[src/design/frontend_pkg.sv]
`default_nettype none

package frontend_pkg;

    // primary opcode field, instr[31:26]
    typedef enum logic [5:0] {
        OPC_SPECIAL = 6'd0,
        OPC_REGIMM  = 6'd1,
        OPC_J       = 6'd2,
        OPC_JAL     = 6'd3,
        OPC_BEQ     = 6'd4,
        OPC_BNE     = 6'd5,
        OPC_BLEZ    = 6'd6,
        OPC_BGTZ    = 6'd7,
        OPC_ADDI    = 6'd8,
        OPC_ADDIU   = 6'd9,
        OPC_SLTI    = 6'd10,
        OPC_SLTIU   = 6'd11,
        OPC_ANDI    = 6'd12,
        OPC_ORI     = 6'd13,
        OPC_XORI    = 6'd14,
        OPC_LUI     = 6'd15,
        OPC_COP0    = 6'd16,
        // loads
        OPC_LB      = 6'd32,
        OPC_LH      = 6'd33,
        OPC_LWL     = 6'd34,
        OPC_LW      = 6'd35,
        OPC_LBU     = 6'd36,
        OPC_LHU     = 6'd37,
        // stores
        OPC_SB      = 6'd40,
        OPC_SH      = 6'd41,
        OPC_SW      = 6'd43
    } opcode_e;

    // decoded instruction class
    typedef enum logic [2:0] {
        OP_ALU_R    = 3'd0,
        OP_ALU_I    = 3'd1,
        OP_LOAD     = 3'd2,
        OP_STORE    = 3'd3,
        OP_BRANCH   = 3'd4,
        OP_JUMP     = 3'd5,
        OP_ERET     = 3'd6,
        OP_RESERVED = 3'd7
    } op_class_e;

    // funct and rs codes needed by the classifier
    localparam logic [5:0] FUNCT_JR   = 6'd8;
    localparam logic [5:0] FUNCT_ERET = 6'd24;
    // cop0 "co" form, rs field = 1_0000
    localparam logic [4:0] RS_CO      = 5'd16;

    // host register map, memory window sits below these
    localparam logic [31:0] CTRL_ADDR     = 32'h0000_0400;
    localparam logic [31:0] START_PC_ADDR = 32'h0000_0404;
    localparam int          CTRL_RUN_BIT  = 0;

    // queue entry = {pc, instr, addr_err}
    localparam int QUEUE_W         = 65;
    localparam int ENTRY_PC_LSB    = 33;
    localparam int ENTRY_INSTR_LSB = 1;
    localparam int ENTRY_ERR_BIT   = 0;

endpackage

`default_nettype wire

[src/design/fetch_queue.sv]
`default_nettype none

module fetch_queue #(
    parameter int QUEUE_DEPTH = 4
) (
    input  logic                             clk,
    input  logic                             rst,
    input  logic                             push,
    input  logic [frontend_pkg::QUEUE_W-1:0] push_data,
    input  logic                             pop,
    output logic [frontend_pkg::QUEUE_W-1:0] head_data,
    output logic                             full,
    output logic                             empty
);
    import frontend_pkg::*;

    localparam int            PW       = (QUEUE_DEPTH > 1) ? $clog2(QUEUE_DEPTH) : 1;
    localparam int            CW       = $clog2(QUEUE_DEPTH + 1);
    localparam logic [PW-1:0] PTR_LAST = PW'(QUEUE_DEPTH - 1);
    localparam logic [CW-1:0] CNT_FULL = CW'(QUEUE_DEPTH);

    logic [QUEUE_W-1:0] slots [QUEUE_DEPTH];
    logic [PW-1:0]      wptr;
    logic [PW-1:0]      rptr;
    logic [CW-1:0]      count;
    logic               do_push;
    logic               do_pop;

    assign full  = (count == CNT_FULL);
    assign empty = (count == '0);

    // push into a full queue only with a pop in the same cycle
    assign do_push = push && (!full || pop);
    assign do_pop  = pop && !empty;

    // payload store
    always_ff @(posedge clk) begin
        if (do_push) begin
            slots[wptr] <= push_data;
        end
    end

    // pointers and occupancy
    always_ff @(posedge clk) begin
        if (rst) begin
            wptr  <= '0;
            rptr  <= '0;
            count <= '0;
        end else begin
            if (do_push) begin
                wptr <= (wptr == PTR_LAST) ? '0 : wptr + 1'b1;
            end
            if (do_pop) begin
                rptr <= (rptr == PTR_LAST) ? '0 : rptr + 1'b1;
            end
            case ({do_push, do_pop})
                2'b10:   count <= count + 1'b1;
                2'b01:   count <= count - 1'b1;
                default: count <= count;
            endcase
        end
    end

    // head is always the oldest entry
    assign head_data = slots[rptr];

endmodule

`default_nettype wire

[config.mk]
export PLATFORM = sky130hd
export DESIGN_NAME = fetch_queue
export DESIGN_NICKNAME = d
export VERILOG_FILES = /design/src/design/frontend_pkg.sv /design/src/design/fetch_queue.sv
export SDC_FILE = /design/constraint.sdc
export NUM_CORES = 1
export LEC_CHECK = 0
export BUFFER_PORTS_ARGS = -buffer_cell sky130_fd_sc_hd__buf_2
export CAP_MARGIN = 20
export CORE_MARGIN = 3
export CORE_UTILIZATION = 30
export CTS_BUF_LIST = sky130_fd_sc_hd__clkbuf_16
export DETAILED_ROUTE_END_ITERATION = 10
export SLEW_MARGIN = 20
export SYNTH_ARGS = -nofsm -noshare
export SYNTH_HDL_FRONTEND = slang
export SYNTH_SLANG_ARGS = --single-unit
[constraint.sdc]
create_clock -name clk -period 2.6 [get_ports clk]
set_input_delay 0.13 -clock clk [delete_from_list [all_inputs] [get_ports clk]]
set_output_delay 0.13 -clock clk [all_outputs]
set_load 0.05 [all_outputs]
==> impl_metrics.csv, run 1 <==
group,metric,value,unit
status,outcome,"finished, final reports clean",
timing,period_needed,2.49,ns
worst_setup_path,rrSetupSlack,0.11,ns
pwr,ir_worst_vdd,0.704,mV
global_routing,use_met2,0.192,
global_routing,antenna_found_initial,1,
pwr,pwr-share-comb,0.265,
timing,setup_slack,0.110,ns
pwr,p_sw_frac,0.312,
worst_setup_path,r2r_end,"count[2]$_SDFFE_PP0P_",
pwr,p_leak,4.29,nW
cells_and_area,mostFrequentLayoutCells,"260 x edfxtp_1, 135 x buf_2, 67 x dlygate4sd3_1",
die,dieHeight,187,um
timing,relSlewSlack,0.615,
worst_setup_path,critPathMaxFanout,7,
global_routing,grt_max_degree,37,
timing,timing.final.max_slew_violations,0,
placed_design,dpl.hpwl,11.5,mm
flow_run,cap_violations,0,
timing,skew,0.0106,ns
synth,synth_nets,467,
cells_and_area,drive_above_1_share,0.408,
clock_tree,clockBufferDepth,3,
clock_tree,cts_made_buffers,28,
clock_tree,clkLatencyLatePin,0.53,ns
die,io_pins,136,
synth,synth_top_area_cell,"edfxtp_1",
clock_tree,cts.clk_slew.worst_paths,0.06,ns
clock_tree,ctsHtreeMaxLevel,1,
worst_setup_path,endpoint_kind,"flip-flop",
worst_setup_path,critPathRequiredTime,3.06,ns
synth,ys.warnings.count,0,
drt,wl,18.6,mm
pwr,clock_power_share,0.310,
worst_setup_path,cpMaxStageDelayCell,"or4b_4",
synth,synthFlopType,"edfxtp_1",
timing,hold_viol,0,
worst_setup_path,cp-startpoint,"count[2]$_SDFFE_PP0P_",
die,coreArea,32000,um2
synth,ys_ff_latch,269,
synth,netlist_area,9840,um2
drt,firstDrtPassIters,5,
synth,ys_seq_area_frac,0.812,
global_routing,top_usage_layer,"met2",
synth,synth_top_cell_area_share,0.794,
clock_tree,root_buffer,"clkbuf_16",
global_routing,grt_pass1_vias,5354,
timing,fin_setup_tns,0,ns
timing,post-route-period-util,0.958,
clock_tree,clkSinkCount,269,
clock_tree,cts_tree,"done",
drt,drt-initial-drc-count,217,
cells_and_area,layout.cells.most_common,"edfxtp_1",
worst_setup_path,reg2reg_depth,9,
worst_setup_path,worst-path-stages,9,
worst_setup_path,endpoint,"count[2]$_SDFFE_PP0P_",
hold_path,hp-class,"in -> reg",
global_routing,grtUsageTotal,0.106,
timing,rsz0062_at_grt,"no",
pwr,p_switching,3.84,mW
synth,synth_adder_area_share,0.00967,
die,die_area,35000,um2
timing,max_freq,402,MHz
drt,vias_per_cell,4.37,
timing,worst_slew_pin_slew,0.572,ns
synth,synth-async-reset-ratio,0,
worst_setup_path,worstPathArrival,2.95,ns
die,fp.dieW,187,um
drt,post_drt_wl_per_cell,17.3,um
worst_setup_path,crit_top_cell,"inv_1",
global_routing,grt_pass1_wl,29.8,mm
worst_setup_path,path_buf_inv,2,
global_routing,grt-ovfl-total,0,
worst_setup_path,path_cells,"or4b_4 > and2_4 > inv_1 > ha_1 > inv_1 > fa_1 > xor2_1 > or3_1 > a21oi_1",
synth,synth.area.mux_share,0.150,
die,rows,65,
global_routing,use_met1,0.129,
timing,final-setup-viol-count,0,
placed_design,place_ws,0.124,ns
drt,detail-route-antenna-nets,0,
worst_setup_path,path_class,"reg -> reg",
timing,holdWs,0.0477,ns
die,start_util,0.308,
synth,syn_avg_cell_area,25.2,um2
worst_setup_path,r2r_start,"count[2]$_SDFFE_PP0P_",
synth,synth-simple-area-share,0.0116,
synth,synth-xor-area-share,0.00178,
synth,synth_top_family_by_area,"multiplexers",
global_routing,met3_usage,0.0225,
pwr,p_int,8.47,mW
drt,vias,4694,
worst_setup_path,max_stage_delay,0.53,ns
synth,synth_compound_area_frac,0.00534,
worst_setup_path,crit_path_start_kind,"flip-flop",
cells_and_area,area_growth,29.5,%
drt,drc,0,
pwr,p_seq_frac,0.425,
placed_design,port_buffers,135,
worst_setup_path,crit_family,"simple AND/OR/NAND/NOR gates",
cells_and_area,final_util,0.398,
cells_and_area,fin_nets,695,
synth,synth_cells,391,
synth,synth_cell_type_count,26,
placed_design,gp_congestion,0.660,
clock_tree,cts_setup_buffers,0,
synth,synth_area_leaders,"edfxtp_1 79%, mux4_2 15%, dfxtp_1 1.8%",
pwr,powerDensity,966,nW/um2
synth,synth_edf_count,260,
==> cells by family (layout without fill, tap and decap cells) <==
| family | after synthesis | after routing |
|---|---|---|
| adder cells (fa/ha/maj) | 7 | 7 |
| other | 0 | 1 |
| AND/OR/NAND/NOR | 18 | 18 |
| buffers and inverters | 22 | 269 |
| multiplexers | 66 | 66 |
| XOR/XNOR | 2 | 2 |
| AO/OA/AOI/OAI | 7 | 7 |
| flip-flops | 269 | 269 |
==> worst register-to-register path, delay by kind of cell, from the launching register on <==
family,cells,cell delay [ns]
buffers and inverters,2,0.12
adders and majority gates,2,0.56
DFF,1,0.40
and+or+nand+nor,3,1.04
AOI/OAI and AO/OA,1,0.14
xor gates and xnor gates,1,0.16
==> power groups by stage <==
stage | sequential, mW | combinational [mW] | clock [mW]
4_1_cts | 5.23 | 3.33 | 3.96
3_3_place_gp | 5.29 | 3.20 | 0
5_1_grt | 5.25 | 3.46 | 4.13
3_5_place_dp | 5.32 | 3.24 | 0
2_1_floorplan | 5.25 | 2.49 | 0
6_report | 5.23 | 3.26 | 3.82
==> sequential cells by signal (all words and copies together) (netlist names), named ones only <==
register,cells
slots,260
rptr,2
wptr,2
count,3
==> layer usage <==
metal | wire length, um | share of wire
met4 | 429 | 0.023
met3 | 782 | 0.042
met1 | 7580 | 0.41
met5 | 0 | 0
met2 | 9820 | 0.53
==> worst min path at each step <==
stage             startpoint                      to  slack, ns  depth (start not counted)
2_1_floorplan   push_data[0]   slots[0][0]$_DFFE_PP_       0.23                          0
3_3_place_gp   push_data[64]  slots[0][64]$_DFFE_PP_       0.34                          1
3_5_place_dp    push_data[5]   slots[2][5]$_DFFE_PP_       0.35                          1
4_1_cts                  pop               flip-flop       0.01                          4
5_1_grt                  pop    wptr[1]$_SDFFE_PP0P_       0.07                          4
6_report                 pop               flip-flop       0.05                          4
==> layout make-up <==
class / count / area, um2
Multi-Input combinational cell: 100 / 1770
Fill cell: 2853 / 19200
Clock inverter: 20 / 170
Inverter: 7 / 26.3
Tap cell: 435 / 544
Sequential cell: 269 / 8000
Clock buffer: 29 / 726
Timing Repair Buffer: 213 / 1500
Antenna cell: 1 / 2.50
==> repair_timing <==
action	in CTS	in global routing
hold buffers	67	0
resized for setup	0	0
endpoints found under the setup margin	0	1
hold endpoints to repair	269	0
==> metrics by stage <==
step / instances / cell area [um2] / power (mW)
after global placement: 957 / 11200 / 8.49
after detailed placement: 957 / 11200 / 8.56
final: 1074 / 12700 / 12.3
after floorplan: 391 / 9840 / 7.75
after CTS: 1073 / 12700 / 12.5
after global routing: 1074 / 12700 / 12.8
==> Yosys cell counts (2+ instances only) <==
cell / count
a21oi_1: 3
and3_2: 4
buf_1: 5
buf_2: 7
clkbuf_1: 2
dfxtp_1: 9
edfxtp_1: 260
ha_1: 6
inv_1: 7
mux4_2: 65
nor2_1: 4
nor3_1: 2
o31ai_2: 2
or3_1: 2
xor2_1: 2
No activity file was read; power rests on OpenSTA's default activity.
==> inputs of run 2 (changes only) <==
--- a/config.mk
+++ b/config.mk
@@ -5,6 +5,7 @@
 export SDC_FILE = /design/constraint.sdc
 export NUM_CORES = 1
 export LEC_CHECK = 0
+export ABC_CLOCK_PERIOD_IN_PS = 2600
 export BUFFER_PORTS_ARGS = -buffer_cell sky130_fd_sc_hd__buf_2
 export CAP_MARGIN = 20
 export CORE_MARGIN = 3
==> constraint.sdc (replaced) <==
create_clock -name clk -period 2.6 [get_ports clk]
set_input_delay 0.52 -clock clk [delete_from_list [all_inputs] [get_ports clk]]
set_output_delay 0.52 -clock clk [all_outputs]
set_load 0.05 [all_outputs]
==> impl_metrics.csv, run 2 (same netlist as run 1, synthesis figures left out) <==
group,metric,value,unit
clock_tree,cts_setup_buffers,0,
timing,max_freq,395,MHz
timing,final-setup-viol-count,0,
worst_setup_path,path_class,"reg -> out",
drt,dr_wl_met2,9.52,mm
cells_and_area,regMostFlops,"slots",
timing,period_needed,2.53,ns
worst_setup_path,max_stage_delay,0.57,ns
worst_setup_path,rrSetupSlack,0.19,ns
clock_tree,hold_buffers,0,
worst_setup_path,r2r_end,"count[2]$_SDFFE_PP0P_",
worst_setup_path,endpoint_kind,"output pin",
clock_tree,clkSinkCount,269,
die,rows,65,
worst_setup_path,crit_path_start_kind,"flip-flop",
drt,firstDrtPassIters,4,
worst_setup_path,path_cells,"buf_16 > mux4_2 > buf_2",
worst_setup_path,critPathRequiredTime,2.08,ns
worst_setup_path,r2r_start,"count[1]$_SDFFE_PP0P_",
timing,worst_slew_pin_slew,1.06,ns
cells_and_area,top_regs,"slots (260), count (3)",
timing,relSlewSlack,0.295,
hold_path,hp-start,"push_data[24]",
cells_and_area,antenna_cells,0,
cells_and_area,area_growth,23.5,%
clock_tree,clkLatencyLatePin,0.53,ns
cells_and_area,drive_above_1_share,0.465,
timing,fin_setup_tns,0,ns
drt,detail-route-antenna-nets,0,
die,io_pins,136,
clock_tree,cts.clk_slew.worst_paths,0.07,ns
drt,top_layer,"met5",
clock_tree,root_buffer,"clkbuf_16",
global_routing,grt_max_degree,66,
pwr,p_leak,4.05,nW
global_routing,grt_pass1_wl,29.0,mm
flow_run,cap_violations,0,
drt,drc,0,
placed_design,gp_congestion,0.663,
die,start_util,0.308,
placed_design,port_buffers,135,
drt,vias,4424,
drt,post_drt_wl_per_cell,18.2,um
placed_design,place_area,11100,um2
cells_and_area,mostFrequentLayoutCells,"260 x edfxtp_1, 135 x buf_2, 65 x mux4_2",
clock_tree,clockBufferDepth,3,
timing,hold_viol,0,
drt,wl,18.4,mm
cells_and_area,layout.cells.most_common,"edfxtp_1",
cells_and_area,post-route-cell-area,12200,um2
pwr,powerDensity,1040,nW/um2
timing,skew,0.00673,ns
hold_path,hp-class,"in -> reg",
drt,m1WireLength,7.41,mm
die,die_area,35000,um2
worst_setup_path,cpMaxStageDelayCell,"mux4_2",
cells_and_area,fillers,2873,
drt,vias_per_cell,4.39,
status,outcome,"finished, final reports clean",
clock_tree,ctsHtreeMaxLevel,1,
hold_path,holdPathStages,1,
worst_setup_path,worstPathArrival,2.01,ns
die,coreArea,32000,um2
worst_setup_path,reg2reg_depth,9,
timing,timing.final.max_slew_violations,0,
hold_path,hold_path_end,"slots[1][24]$_DFFE_PP_",
cells_and_area,largest_reg_flops,260,
timing,post-route-period-util,0.973,
clock_tree,cts_tree,"done",
die,dieHeight,187,um
clock_tree,cts_made_buffers,28,
drt,wl_met3,1.05,mm
global_routing,grt-ovfl-total,0,
worst_setup_path,critPathMaxFanout,35,
drt,drt-initial-drc-count,306,
placed_design,dpl.hpwl,10.9,mm
timing,rsz0062_at_grt,"yes",
pwr,ir_worst_vdd,0.865,mV
cells_and_area,fin_nets,626,
die,fp.dieW,187,um
global_routing,grt_pass1_vias,5073,
global_routing,grtUsageTotal,0.105,
global_routing,antenna_found_initial,1,
[run 2: changes by cell type in the layout (fill, tap and decap cells not counted), sizes merged]
cell,before,now
dlygate4sd3,67,0
inv,11,10
clkinv,10,11
buf,146,144
diode,1,0
bufinv,3,6
[run 2: worst max-delay path by stage]
stage / start / endpoint / slack, ns
CTS: flip-flop / head_data[53] / 0.003
floorplan: pop / count[2]$_SDFFE_PP0P_ / 0.13
detailed placement: pop / count[2]$_SDFFE_PP0P_ / -0.03
global route: flip-flop / head_data[20] / -0.02
finish: flip-flop / head_data[20] / 0.07
global placement: pop / count[2]$_SDFFE_PP0P_ / 0.04
[run 2: routing by layer]
metal,up-vias,track usage
met5,-,0
met4,2,0.0308
met3,36,0.0272
met2,105,0.185
met1,2292,0.126
li1,1989,-
[run 2: area by class of cell]
cell class                      count  area (um2)  area share
Multi-Input combinational cell    100        1770       0.146
Inverter                            7        26.3     0.00216
Sequential cell                   269        8000       0.658
Clock inverter                     23         274      0.0226
Timing Repair Buffer              144         817      0.0672
Clock buffer                       29         726      0.0597
Tap cell                          435         544      0.0448
[run 2: through the flow]
step                setup WS (ns)  power, mW  hold WS, ns  utilization  instances
detailed placement        -0.0327       8.56        0.488        0.347        953
finish                     0.0691       12.6        0.198        0.380       1007
floorplan                   0.133       7.75        0.463            -        391
CTS                       0.00338       12.8        0.163        0.379       1005
global route              -0.0238       13.2        0.168        0.380       1007
global placement           0.0421       8.49        0.472        0.347        953
[run 2: critical path: cells and delay by family (launching register included)]
family                 cells  cell delay [ns]
flip-flops                 1             0.38
buffers and inverters      2             0.49
multiplexers               1             0.57
[run 2: power breakdown]
part / internal, mW / leakage (nW) / total, mW / switching (mW)
combinational: 1.01 / 1.09 / 3.20 / 2.19
clock: 2.62 / 0.494 / 4.23 / 1.61
sequential: 5.10 / 2.46 / 5.21 / 0.109
total: 8.73 / 4.05 / 12.6 / 3.91
[run 2: repair_timing]
action | 4_1_cts | 5_1_grt
setup endpoints to repair | 0 | 9
hold endpoints to repair | 0 | 0
resized for setup | 0 | 2
==> inputs of run 3 (changes only) <==
--- a/config.mk
+++ b/config.mk
@@ -7,11 +7,14 @@
 export LEC_CHECK = 0
 export ABC_CLOCK_PERIOD_IN_PS = 2600
 export BUFFER_PORTS_ARGS = -buffer_cell sky130_fd_sc_hd__buf_2
-export CAP_MARGIN = 20
+export CAP_MARGIN = 0
+export CELL_PAD_IN_SITES_DETAIL_PLACEMENT = 1
+export CELL_PAD_IN_SITES_GLOBAL_PLACEMENT = 2
 export CORE_MARGIN = 3
 export CORE_UTILIZATION = 30
 export CTS_BUF_LIST = sky130_fd_sc_hd__clkbuf_16
 export DETAILED_ROUTE_END_ITERATION = 10
+export PLACE_DENSITY_LB_ADDON = 0.1
 export SLEW_MARGIN = 20
 export SYNTH_ARGS = -nofsm -noshare
 export SYNTH_HDL_FRONTEND = slang
==> impl_metrics.csv, run 3 (same netlist as run 1, synthesis figures left out) <==
group,metric,value,unit
cells_and_area,mostFrequentLayoutCells,"260 x edfxtp_1, 133 x buf_2, 65 x mux4_2",
die,coreArea,32000,um2
cells_and_area,fin_nets,645,
die,fp.dieW,187,um
timing,period_needed,2.52,ns
die,die_area,35000,um2
global_routing,antenna_found_initial,3,
clock_tree,cts.clk_slew.worst_paths,0.06,ns
die,dieHeight,187,um
timing,final-setup-viol-count,0,
cells_and_area,seq_area,8000,um2
global_routing,grtUsageTotal,0.119,
clock_tree,clkLatencyLatePin,0.53,ns
die,io_pins,136,
placed_design,gp_congestion,0.684,
drt,firstDrtPassIters,4,
clock_tree,hold_buffers,0,
placed_design,place_area,11300,um2
pwr,power,12.2,mW
cells_and_area,layout.cells.most_common,"edfxtp_1",
timing,max_freq,397,MHz
pwr,ir_worst_vdd,0.560,mV
cells_and_area,fillers,3072,
worst_setup_path,r2r_start,"count[1]$_SDFFE_PP0P_",
worst_setup_path,crit_path_start_kind,"flip-flop",
clock_tree,clockBufferDepth,3,
cells_and_area,antenna_cells,0,
global_routing,grt_pass1_vias,5275,
global_routing,grt_max_degree,40,
drt,drt-initial-drc-count,243,
cells_and_area,area_growth,23.8,%
drt,vias_per_cell,4.50,
timing,timing.final.max_slew_violations,0,
timing,relSlewSlack,0.541,
timing,post-route-period-util,0.968,
clock_tree,root_buffer,"clkbuf_16",
hold_path,hp-start,"push_data[47]",
cells_and_area,multi_input_area,1770,um2
worst_setup_path,critPathRequiredTime,2.08,ns
placed_design,port_buffers,135,
drt,vias,4604,
pwr,powerDensity,1000,nW/um2
timing,worst_slew_pin_slew,0.682,ns
clock_tree,ctsHtreeMaxLevel,1,
cells_and_area,post-route-cell-area,12200,um2
global_routing,grt-ovfl-total,0,
worst_setup_path,path_class,"reg -> out",
flow_run,cap_violations,0,
global_routing,grt_pass1_wl,32.0,mm
worst_setup_path,critPathMaxFanout,14,
drt,wl,20.9,mm
clock_tree,clkSinkCount,269,
cells_and_area,regMostFlops,"slots",
cells_and_area,top_regs,"slots (260), count (3)",
clock_tree,cts_made_buffers,29,
drt,detail-route-antenna-nets,0,
die,start_util,0.308,
die,rows,65,
worst_setup_path,worstPathArrival,2.00,ns
cells_and_area,drive_above_1_share,0.464,
timing,rsz0062_at_grt,"yes",
timing,hold_viol,0,
clock_tree,cts_tree,"done",
status,outcome,"finished, final reports clean",
cells_and_area,largest_reg_flops,260,
drt,post_drt_wl_per_cell,20.4,um
worst_setup_path,endpoint_kind,"output pin",
placed_design,dpl.hpwl,13.0,mm
pwr,p_leak,4.10,nW
drt,drc,0,
timing,skew,0.0112,ns
hold_path,hp-class,"in -> reg",
==> run 3: changes by cell type in the layout (fill, tap and decap cells not counted), moves of 2 or more <==
cell	change
clkinv_1	+4
inv_1	+5
buf_4	+15
bufinv_16	-5
buf_12	+5
buf_2	-2
clkinvlp_4	-3
==> run 3: worst paths after layout <==
path                            endpoint  slack (ns)  cells past startpoint
setup / recovery           head_data[42]        0.08                      3
hold / removal    slots[1][47]$_DFFE_PP_        0.21                      1
setup reg to reg   count[2]$_SDFFE_PP0P_        0.21                      9
hold reg to reg                flip-flop        0.50                      2
==> run 3: area by class of cell <==
| class | instances | share of cell area |
|---|---|---|
| inverters | 7 | 0.00216 |
| repair buffers | 162 | 0.0821 |
| clock buffers | 29 | 0.0596 |
| flip-flops and latches | 269 | 0.657 |
| multi-input cells | 100 | 0.145 |
| clock inverters | 21 | 0.00925 |
| well taps | 435 | 0.0447 |
==> run 3: timing repair <==
action | 4_1_cts | 5_1_grt
gates cloned | 0 | 0
gates resized for setup | 2 | 1
setup endpoints to repair | 58 | 6
setup buffers | 3 | 4
==> run 3: report_power, final <==
group	internal [mW]	total [mW]	leakage, nW	switching (mW)
registers	5.10	5.22	2.46	0.120
logic	1.10	3.35	1.20	2.25
clock network	2.09	3.65	0.443	1.56
total	8.29	12.2	4.10	3.93
==> run 3: metal layers <==
metal  up-vias  track usage  routed length, um
li1       2030            -                  -
met3        34       0.0296               1140
met5         -            0                 41
met4         6       0.0308                395
met2       101        0.211              10800
met1      2433        0.145               8470
==> run 3: stage by stage <==
step	worst slack, ns	cells	hold slack, ns	utilization	TNS [ns]
detailed placement	-0.00200	966	0.492	0.353	-0.00200
floorplan	0.133	391	0.463	-	0
CTS	0.0163	1019	0.167	0.380	0
global route	-0.00774	1023	0.175	0.381	-0.0114
global placement	0.0368	966	0.466	0.353	0
finish	0.0827	1023	0.205	0.381	0
==> run 3: worst max-delay path, stage by stage (launching register included) <==
cell and delay (ns):
dfxtp_4 0.45, buf_12 0.21, mux4_2 0.56, buf_2 0.24
